<file path="config.mk">
export PLATFORM = sky130hd
export DESIGN_NAME = eboxCore
export DESIGN_NICKNAME = d
export VERILOG_FILES = /design/src/hdl/eboxPkg.sv /design/src/hdl/eboxCore.sv /design/src/hdl/microSequencer.sv /design/src/hdl/stepCounter.sv /design/src/hdl/dataPath.sv /design/src/hdl/fastMemory.sv /design/src/hdl/mqShifter.sv /design/src/hdl/adderLogic.sv
export SDC_FILE = /design/constraint.sdc
export NUM_CORES = 1
export LEC_CHECK = 0
export ABC_CLOCK_PERIOD_IN_PS = 7700
export BUFFER_PORTS_ARGS = -buffer_cell sky130_fd_sc_hd__buf_2
export CAP_MARGIN = 20
export CORE_ASPECT_RATIO = 0.7
export CORE_MARGIN = 5
export CORE_UTILIZATION = 40
export DETAILED_ROUTE_END_ITERATION = 10
export PLACE_DENSITY_LB_ADDON = 0.25
export SYNTH_ARGS = -nofsm -noshare
export SYNTH_HDL_FRONTEND = slang
export SYNTH_HIERARCHICAL = 1
export SYNTH_SLANG_ARGS = --single-unit
</file>
<file path="constraint.sdc">
create_clock -name clk -period 7.7 [get_ports clk]
set_input_delay 0.77 -clock clk [delete_from_list [all_inputs] [get_ports clk]]
set_output_delay 0.77 -clock clk [all_outputs]
set_load 0.005 [all_outputs]
</file>
<file path="src/hdl/eboxPkg.sv">
// Word, command and control encodings for the data path; bit 0 is the most significant bit
package eboxPkg;

  // Every data module carries this one word size
  localparam int wordWidth = 36;

  typedef logic [0:wordWidth-1] eboxWord;

  // Command codes, nine of them, so four bits
  typedef enum logic [3:0] {
    opWriteWord  = 4'd0,
    opWriteLeft  = 4'd1,
    opWriteRight = 4'd2,
    opAdd        = 4'd3,
    opSub        = 4'd4,
    opAnd        = 4'd5,
    opOr         = 4'd6,
    opXor        = 4'd7,
    opMul        = 4'd8
  } eboxOp;

  typedef enum logic [2:0] {
    aluPassA = 3'd0,
    aluAdd   = 3'd1,
    aluSub   = 3'd2,
    aluAnd   = 3'd3,
    aluOr    = 3'd4,
    aluXor   = 3'd5
  } aluFunc;

  typedef enum logic [1:0] {
    arHold       = 2'd0,
    arOperand    = 2'd1,
    arAdder      = 2'd2,
    arAdderShift = 2'd3
  } arSource;

  typedef enum logic [1:0] {
    mqHold       = 2'd0,
    mqLoad       = 2'd1,
    mqShiftRight = 2'd2,
    mqClear      = 2'd3
  } mqMode;

endpackage
</file>
<file path="src/hdl/eboxCore.sv">
// Top level; fmAddr and operand must stay stable from start until done
`timescale 1ns/1ps

module eboxCore
  import eboxPkg::*;
#(
  parameter int fmAddrWidth = 4,
  parameter int stepCount = 36
) (
  input  logic                   clk,
  input  logic                   reset,
  input  logic                   start,
  input  eboxOp                  op,
  input  eboxWord                operand,
  input  logic [fmAddrWidth-1:0] fmAddr,
  output logic                   busy,
  output logic                   done,
  output eboxWord                resultHigh,
  output eboxWord                resultLow,
  output logic                   carry,
  output logic                   fmParity
);

  arSource arSel;
  mqMode   mqSel;
  aluFunc  aluSel;
  logic    brLoad;
  logic    carryLoad;
  logic    mqLsb;
  logic    writeLeft;
  logic    writeRight;
  logic    countStart;
  logic    countStep;
  logic    countZero;
  eboxWord fmData;

  microSequencer microSequencer_i (
    .clk        (clk),
    .reset      (reset),
    .start      (start),
    .op         (op),
    .busy       (busy),
    .done       (done),
    .arSel      (arSel),
    .brLoad     (brLoad),
    .mqSel      (mqSel),
    .aluSel     (aluSel),
    .carryLoad  (carryLoad),
    .mqLsb      (mqLsb),
    .writeLeft  (writeLeft),
    .writeRight (writeRight),
    .countStart (countStart),
    .countStep  (countStep),
    .countZero  (countZero)
  );

  stepCounter #(
    .stepCount (stepCount)
  ) stepCounter_i (
    .clk        (clk),
    .reset      (reset),
    .countStart (countStart),
    .countStep  (countStep),
    .countZero  (countZero)
  );

  dataPath dataPath_i (
    .clk       (clk),
    .reset     (reset),
    .operand   (operand),
    .fmData    (fmData),
    .arSel     (arSel),
    .brLoad    (brLoad),
    .mqSel     (mqSel),
    .aluSel    (aluSel),
    .carryLoad (carryLoad),
    .ar        (resultHigh),
    .mq        (resultLow),
    .mqLsb     (mqLsb),
    .carry     (carry)
  );

  // Memory is written from AR
  fastMemory #(
    .fmAddrWidth (fmAddrWidth)
  ) fastMemory_i (
    .clk        (clk),
    .addr       (fmAddr),
    .writeData  (resultHigh),
    .writeLeft  (writeLeft),
    .writeRight (writeRight),
    .readData   (fmData),
    .parity     (fmParity)
  );

endmodule

</file>
<file path="src/hdl/microSequencer.sv">
// Command FSM; start is taken only in idle, and op must not change meaning until done
`timescale 1ns/1ps

module microSequencer
  import eboxPkg::*;
(
  input  logic    clk,
  input  logic    reset,
  input  logic    start,
  input  eboxOp   op,
  output logic    busy,
  output logic    done,
  output arSource arSel,
  output logic    brLoad,
  output mqMode   mqSel,
  output aluFunc  aluSel,
  output logic    carryLoad,
  input  logic    mqLsb,
  output logic    writeLeft,
  output logic    writeRight,
  output logic    countStart,
  output logic    countStep,
  input  logic    countZero
);

  // Every command spends one cycle in load before its own state
  typedef enum logic [2:0] {
    stIdle,
    stLoad,
    stWrite,
    stAlu,
    stMulStep,
    stFinish
  } seqState;

  seqState state;
  seqState stateNext;
  eboxOp   opReg;
  aluFunc  opFunc;
  logic    isMul;
  logic    isWrite;

  assign isMul = (opReg == opMul);
  assign isWrite = (opReg == opWriteWord) || (opReg == opWriteLeft) ||
                   (opReg == opWriteRight);

  always_comb begin
    case (opReg)
      opAdd:   opFunc = aluAdd;
      opSub:   opFunc = aluSub;
      opAnd:   opFunc = aluAnd;
      opOr:    opFunc = aluOr;
      opXor:   opFunc = aluXor;
      default: opFunc = aluPassA;
    endcase
  end

  always_comb begin
    stateNext = state;
    case (state)
      stIdle: begin
        if (start) begin
          stateNext = stLoad;
        end
      end
      stLoad: begin
        if (isMul) begin
          stateNext = stMulStep;
        end else if (isWrite) begin
          stateNext = stWrite;
        end else begin
          stateNext = stAlu;
        end
      end
      stMulStep: begin
        // Count reached zero on the last step
        if (countZero) begin
          stateNext = stFinish;
        end
      end
      default: begin
        stateNext = stIdle;
      end
    endcase
  end

  always_ff @(posedge clk) begin
    if (reset) begin
      state <= stIdle;
      opReg <= opWriteWord;
    end else begin
      state <= stateNext;
      if (state == stIdle && start) begin
        opReg <= op;
      end
    end
  end

  // Counter loads on the accepted start and takes its first step in load,
  // so the final multiply step is the one that sees countZero
  assign countStart = (state == stIdle) && start;
  assign busy = (state != stIdle);

  always_comb begin
    arSel = arHold;
    brLoad = 1'b0;
    mqSel = mqHold;
    aluSel = aluPassA;
    carryLoad = 1'b0;
    writeLeft = 1'b0;
    writeRight = 1'b0;
    countStep = 1'b0;
    done = 1'b0;
    case (state)
      stLoad: begin
        if (isMul) begin
          brLoad = 1'b1;
          mqSel = mqLoad;
          countStep = 1'b1;
        end else begin
          arSel = arOperand;
          brLoad = !isWrite;
        end
      end
      stWrite: begin
        writeLeft = (opReg == opWriteWord) || (opReg == opWriteLeft);
        writeRight = (opReg == opWriteWord) || (opReg == opWriteRight);
        done = 1'b1;
      end
      stAlu: begin
        arSel = arAdder;
        aluSel = opFunc;
        carryLoad = 1'b1;
        done = 1'b1;
      end
      stMulStep: begin
        // Add the multiplicand only when the multiplier bit is set
        arSel = arAdderShift;
        mqSel = mqShiftRight;
        aluSel = mqLsb ? aluAdd : aluPassA;
        countStep = !countZero;
      end
      stFinish: begin
        done = 1'b1;
      end
      default: begin
        done = 1'b0;
      end
    endcase
  end

endmodule

</file>
<file path="src/hdl/stepCounter.sv">
// Down-counter for the multiply loop; it stops at zero and countZero is high after reset
`timescale 1ns/1ps

module stepCounter #(
  parameter int stepCount = 36
) (
  input  logic clk,
  input  logic reset,
  input  logic countStart,
  input  logic countStep,
  output logic countZero
);

  localparam int countWidth = $clog2(stepCount + 1);

  logic [countWidth-1:0] count;

  always_ff @(posedge clk) begin
    if (reset) begin
      count <= '0;
    end else if (countStart) begin
      count <= countWidth'(stepCount);
    end else if (countStep && !countZero) begin
      count <= count - countWidth'(1);
    end
  end

  assign countZero = (count == '0);

endmodule

</file>
<file path="src/hdl/dataPath.sv">
// AR, BR, MQ and carry registers; an MQ load also clears AR to start a multiply
`timescale 1ns/1ps

module dataPath
  import eboxPkg::*;
(
  input  logic    clk,
  input  logic    reset,
  input  eboxWord operand,
  input  eboxWord fmData,
  input  arSource arSel,
  input  logic    brLoad,
  input  mqMode   mqSel,
  input  aluFunc  aluSel,
  input  logic    carryLoad,
  output eboxWord ar,
  output eboxWord mq,
  output logic    mqLsb,
  output logic    carry
);

  eboxWord br;
  eboxWord arNext;
  eboxWord adderSum;
  logic    adderCarry;

  // Adder always sees AR on A and BR on B
  adderLogic adderLogic_i (
    .a        (ar),
    .b        (br),
    .func     (aluSel),
    .sum      (adderSum),
    .carryOut (adderCarry)
  );

  // Low bit of the sum shifts into MQ during a multiply step
  mqShifter mqShifter_i (
    .clk       (clk),
    .reset     (reset),
    .mode      (mqSel),
    .loadValue (operand),
    .fillBit   (adderSum[wordWidth-1]),
    .q         (mq)
  );

  assign mqLsb = mq[wordWidth-1];

  // AR source mux
  always_comb begin
    arNext = ar;
    unique case (arSel)
      arHold: begin
        arNext = ar;
      end
      arOperand: begin
        arNext = operand;
      end
      arAdder: begin
        arNext = adderSum;
      end
      arAdderShift: begin
        // Sum moves right one place, carry comes in at bit 0
        arNext = {adderCarry, adderSum[0:wordWidth-2]};
      end
    endcase

    // Partial product starts at zero when the multiplier goes into MQ
    if (mqSel == mqLoad) begin
      arNext = '0;
    end
  end

  always_ff @(posedge clk) begin
    if (reset) begin
      ar <= '0;
      br <= '0;
      carry <= 1'b0;
    end else begin
      ar <= arNext;
      if (brLoad) begin
        br <= fmData;
      end
      if (carryLoad) begin
        carry <= adderCarry;
      end
    end
  end

endmodule

</file>
<file path="src/hdl/fastMemory.sv">
// Fast memory with combinational read and per-half write enables; contents are not reset
`timescale 1ns/1ps

module fastMemory
  import eboxPkg::*;
#(
  parameter int fmAddrWidth = 4
) (
  input  logic                   clk,
  input  logic [fmAddrWidth-1:0] addr,
  input  eboxWord                writeData,
  input  logic                   writeLeft,
  input  logic                   writeRight,
  output eboxWord                readData,
  output logic                   parity
);

  localparam int depth = 1 << fmAddrWidth;
  localparam int halfWidth = wordWidth / 2;

  eboxWord mem [0:depth-1];

  // Left half is bits 0..17, right half is bits 18..35
  always_ff @(posedge clk) begin
    if (writeLeft) begin
      mem[addr][0:halfWidth-1] <= writeData[0:halfWidth-1];
    end
    if (writeRight) begin
      mem[addr][halfWidth:wordWidth-1] <= writeData[halfWidth:wordWidth-1];
    end
  end

  assign readData = mem[addr];

  // Word parity straight off the read port
  assign parity = ^readData;

endmodule

</file>
<file path="src/hdl/mqShifter.sv">
// MQ shift register; a right shift moves bits toward bit 35 and brings fillBit into bit 0
`timescale 1ns/1ps

module mqShifter
  import eboxPkg::*;
(
  input  logic    clk,
  input  logic    reset,
  input  mqMode   mode,
  input  eboxWord loadValue,
  input  logic    fillBit,
  output eboxWord q
);

  always_ff @(posedge clk) begin
    if (reset) begin
      q <= '0;
    end else begin
      unique case (mode)
        mqHold: begin
          q <= q;
        end
        mqLoad: begin
          q <= loadValue;
        end
        mqShiftRight: begin
          // Bit 35 drops out, it was consumed by the multiply step
          q <= {fillBit, q[0:wordWidth-2]};
        end
        mqClear: begin
          q <= '0;
        end
      endcase
    end
  end

endmodule

</file>
<file path="src/hdl/adderLogic.sv">
// Purely combinational; carry out is the carry from bit 0, and zero for pass and boolean functions
`timescale 1ns/1ps

module adderLogic
  import eboxPkg::*;
(
  input  eboxWord    a,
  input  eboxWord    b,
  input  aluFunc     func,
  output eboxWord    sum,
  output logic       carryOut
);

  // One extra bit on the left holds the carry out of bit 0
  logic [0:wordWidth] wide;
  logic [0:wordWidth] wideA;
  logic [0:wordWidth] wideB;
  logic [0:wordWidth] wideOne;

  assign wideA = {1'b0, a};
  assign wideB = {1'b0, b};
  assign wideOne = {{wordWidth{1'b0}}, 1'b1};

  // Same function set the 10181 slices give us, but over the whole word at once
  always_comb begin
    wide = wideA;
    case (func)
      aluPassA: begin
        wide = wideA;
      end
      aluAdd: begin
        wide = wideA + wideB;
      end
      aluSub: begin
        // Two's complement subtract, carry set means no borrow
        wide = wideA + {1'b0, ~b} + wideOne;
      end
      aluAnd: begin
        wide = {1'b0, a & b};
      end
      aluOr: begin
        wide = {1'b0, a | b};
      end
      aluXor: begin
        wide = {1'b0, a ^ b};
      end
      default: begin
        wide = wideA;
      end
    endcase
  end

  assign carryOut = wide[0];
  assign sum = wide[1:wordWidth];

endmodule

</file>
==> impl_metrics.env <==
export IMPL_timing_critical_path_from_type="primary input"
export IMPL_holdCritStartpoint="op[2]"
export IMPL_timing_fmax_ghz=0.1777
export IMPL_avgRoutedWirePerCell_um=26.00
export IMPL_total_power_mw=8.629
export IMPL_critical_path_peak_fanout=86
export IMPL_synth_most_common_cell="sky130_fd_sc_hd__edfxtp_1"
export IMPL_tritoncts="yes"
export IMPL_ctsHoldBuffers=0
export IMPL_insertion_delay_ns=0.64
export IMPL_clock_skew_final_ns=0.06063
export IMPL_synth_top_cells_by_area="sky130_fd_sc_hd__edfxtp_1 (51%), sky130_fd_sc_hd__mux4_2 (11%), sky130_fd_sc_hd__dfxtp_1 (7.2%)"
export IMPL_finalCriticalPeriod_ns=5.628
export IMPL_power_per_cell_area_nw_per_um2=226.7
export IMPL_pin_count=123
export IMPL_period_share_pct=73.10
export IMPL_maxCapViolations=0
export IMPL_reg2reg_slack_ns=2.68
export IMPL_cts_made_buffers=68
export IMPL_gp_congestion=0.9136
export IMPL_syn_area_per_cell_um2=13.66
export IMPL_cp_data_arrival_time_ns=4.86
export IMPL_detail_route_first_pass_iterations=6
export IMPL_die_area_um2=91300
export IMPL_hold_path_depth=3
export IMPL_grt_usage_pct=21.03
export IMPL_detailed_place_hpwl_mm=62.98
export IMPL_cts_root_buf="sky130_fd_sc_hd__clkbuf_16"
export IMPL_share_of_flip_flops_with_an_asynchronous_set_or_reset_pct=0
export IMPL_largest_net_degree_at_the_start_of_global_routing=101
export IMPL_reg2reg_to="dataPath_i/ar[16]$_SDFFE_PP0P_"
export IMPL_timing_slew_headroom_pct=23.29
export IMPL_synth_cell_type_count=92
export IMPL_synthesis_instances=2496
export IMPL_drtIter0Drc=2292
export IMPL_timing_rr_start="microSequencer_i/state[1]$_SDFFE_PP0P_"
export IMPL_vias_in_the_first_global_route=22079
export IMPL_yosys_most_used_dff="sky130_fd_sc_hd__edfxtp_1"
export IMPL_fin_tns_setup_ns=0
export IMPL_yosysTopAreaCell="sky130_fd_sc_hd__edfxtp_1"
export IMPL_rsz0062_at_grt="no"
export IMPL_io_buffers=122
export IMPL_synth_top_cells_by_count="sky130_fd_sc_hd__edfxtp_1 (576), sky130_fd_sc_hd__nor2_1 (186), sky130_fd_sc_hd__mux4_2 (164)"
export IMPL_synth_yosys_warnings=6
export IMPL_vias=22105
export IMPL_crit_type="in -> out"
export IMPL_global_route_wire_length_before_repair_mm=144.6
export IMPL_post_drt_via_cell_ratio=5.870
export IMPL_antenna_left=0
export IMPL_placement_cell_area_um2=35850
export IMPL_final_setup_viol_count=0
export IMPL_total_leakage_power_nw=13.18
export IMPL_drt_drc_violations_left=0
export IMPL_clock_tree_htree_level_count=3
export IMPL_netlist_area_um2=34110
export IMPL_status="complete, no violations"
export IMPL_die_height_um=254.3
export IMPL_hold_viol_final=0
export IMPL_grt_overflow_total=0
export IMPL_worst_margin_pin_slew_ns=1.149
export IMPL_areaGrowthSynthToFinish_pct=11.60
export IMPL_design_final_nets=2734
export IMPL_slew_violations=0
export IMPL_drive_gt1_share_pct=19.15
export IMPL_final_area_um2=38060
export IMPL_yosysSeqAreaShare_pct=57.87
export IMPL_coreArea_um2=84410
export IMPL_chipWidth_um=359.0
export IMPL_hold_end="microSequencer_i/opReg[2]$_SDFFE_PP0P_"
export IMPL_synthDominantCellAreaShare_pct=50.71
export IMPL_layout_filler_cells=7602
export IMPL_max_vdd_ir_drop_mv=0.1799
export IMPL_grt_antenna_before_repair=4
export IMPL_yosys_register_bits=698
export IMPL_post_cts_setup_buffers=0
export IMPL_placement_rows=89
export IMPL_clk_path_buf_depth=3
export IMPL_postLayoutCoreUtil_pct=45.10
export IMPL_synth_enable_flop_cells=576
export IMPL_clock_sink_count=698
export IMPL_critical_path_endpoint_type="output port"
export IMPL_postCtsResizedCells=0
export IMPL_clkSlewWorstSetupHoldPaths_ns=0.06
export IMPL_timing_reg2reg_worst_path_depth=12
export IMPL_synth_fp_nets=2660
export IMPL_hold_path_class="in -> reg"
export IMPL_critPathRequiredTime_ns=6.93
export IMPL_postRouteWirelength_mm=97.93
export IMPL_start_util_pct=40.41
critical path, stage by stage:
cell and delay (ns):
sky130_fd_sc_hd__buf_8 0.70, sky130_fd_sc_hd__buf_4 0.71, sky130_fd_sc_hd__mux4_2 0.59, sky130_fd_sc_hd__mux4_2 0.52, sky130_fd_sc_hd__xnor2_1 0.16, sky130_fd_sc_hd__xnor2_1 0.30
sky130_fd_sc_hd__xnor2_1 0.19, sky130_fd_sc_hd__xnor3_1 0.33, sky130_fd_sc_hd__xnor2_1 0.29, sky130_fd_sc_hd__buf_2 0.17
per-stage QoR:
| step | setup WS, ns | hold WS (ns) | std cells |
|---|---|---|---|
| after floorplan | 3.765 | 0.4434 | 2496 |
| after global placement | 1.932 | 0.4575 | 3637 |
| after detailed placement | 1.891 | 0.4759 | 3637 |
| after CTS | 1.879 | 0.3354 | 3763 |
| after global routing | 1.718 | 0.3384 | 3763 |
| final | 2.072 | 0.3702 | 3766 |
registers in the layout (all words and copies together), names as in the netlist:
signal,flops
fastMemory_i/mem,576
dataPath_i/ar,36
dataPath_i/br,36
dataPath_i/mqShifter_i/q,36
stepCounter_i/count,6
microSequencer_i/opReg,4
microSequencer_i/state,3
dataPath_i/carry,1
worst max-delay path by stage:
stage / cells past startpoint / slack (ns) / end / from
3_5_place_dp: 10 / 1.89 / fmParity / fmAddr[0]
5_1_grt: 10 / 1.72 / fmParity / fmAddr[0]
3_3_place_gp: 10 / 1.93 / fmParity / fmAddr[0]
6_report: 10 / 2.07 / fmParity / fmAddr[0]
4_1_cts: 10 / 1.88 / fmParity / fmAddr[0]
2_1_floorplan: 10 / 3.76 / fmParity / fmAddr[1]
cell families (layout without fill, tap and decap cells):
family,Yosys count,count (layout),synth area share [%]
buf+inv,316,446,4.277
flops,698,698,57.87
xor+xnor,50,50,1.324
fa+ha+maj,117,117,4.336
simple gates,488,488,6.567
other cells,0,3,0
compound gates,505,505,10.15
mux,322,322,15.47
where the power goes:
part           total, mW  internal, mW  switching (mW)
logic               1.09         0.452           0.637
clock network       3.29          1.83            1.46
registers           4.25          4.14           0.107
cells in the final DEF, fill, tap and decap left out, types with 35 or more instances in the layout:
cell / count
sky130_fd_sc_hd__a21oi_1: 99
sky130_fd_sc_hd__a22oi_1: 35
sky130_fd_sc_hd__buf_2: 119
sky130_fd_sc_hd__buf_4: 54
sky130_fd_sc_hd__clkbuf_16: 68
sky130_fd_sc_hd__dfxtp_1: 122
sky130_fd_sc_hd__edfxtp_1: 576
sky130_fd_sc_hd__ha_1: 115
sky130_fd_sc_hd__inv_1: 144
sky130_fd_sc_hd__mux2i_1: 158
sky130_fd_sc_hd__mux4_2: 164
sky130_fd_sc_hd__nand2_1: 151
sky130_fd_sc_hd__nor2_1: 153
sky130_fd_sc_hd__o21ai_0: 91
sky130_fd_sc_hd__o22ai_1: 51
sky130_fd_sc_hd__o32ai_1: 35
sky130_fd_sc_hd__xnor2_1: 42
metal layers:
layer,part of all wire (%),GRT usage [%],vias up
li1,-,-,9751
met1,45,31.11,11280
met2,42,30.88,957
met3,11,6.316,117
met4,1.6,4.397,0
met5,0,0,-
cell type report:
cell class              instances  area (um2)  share of cell area [%]
diodes                          3       7.507                 0.01972
inverters                     145       544.3                   1.430
clock inverters                32       337.8                  0.8875
well taps                    1137        1423                   3.737
clock buffers                  94        1869                   4.911
repair buffers                175        1027                   2.699
multi-input cells            1482       13120                   34.46
flip-flops and latches        698       19740                   51.86
No activity file was read; power rests on OpenSTA's default activity.
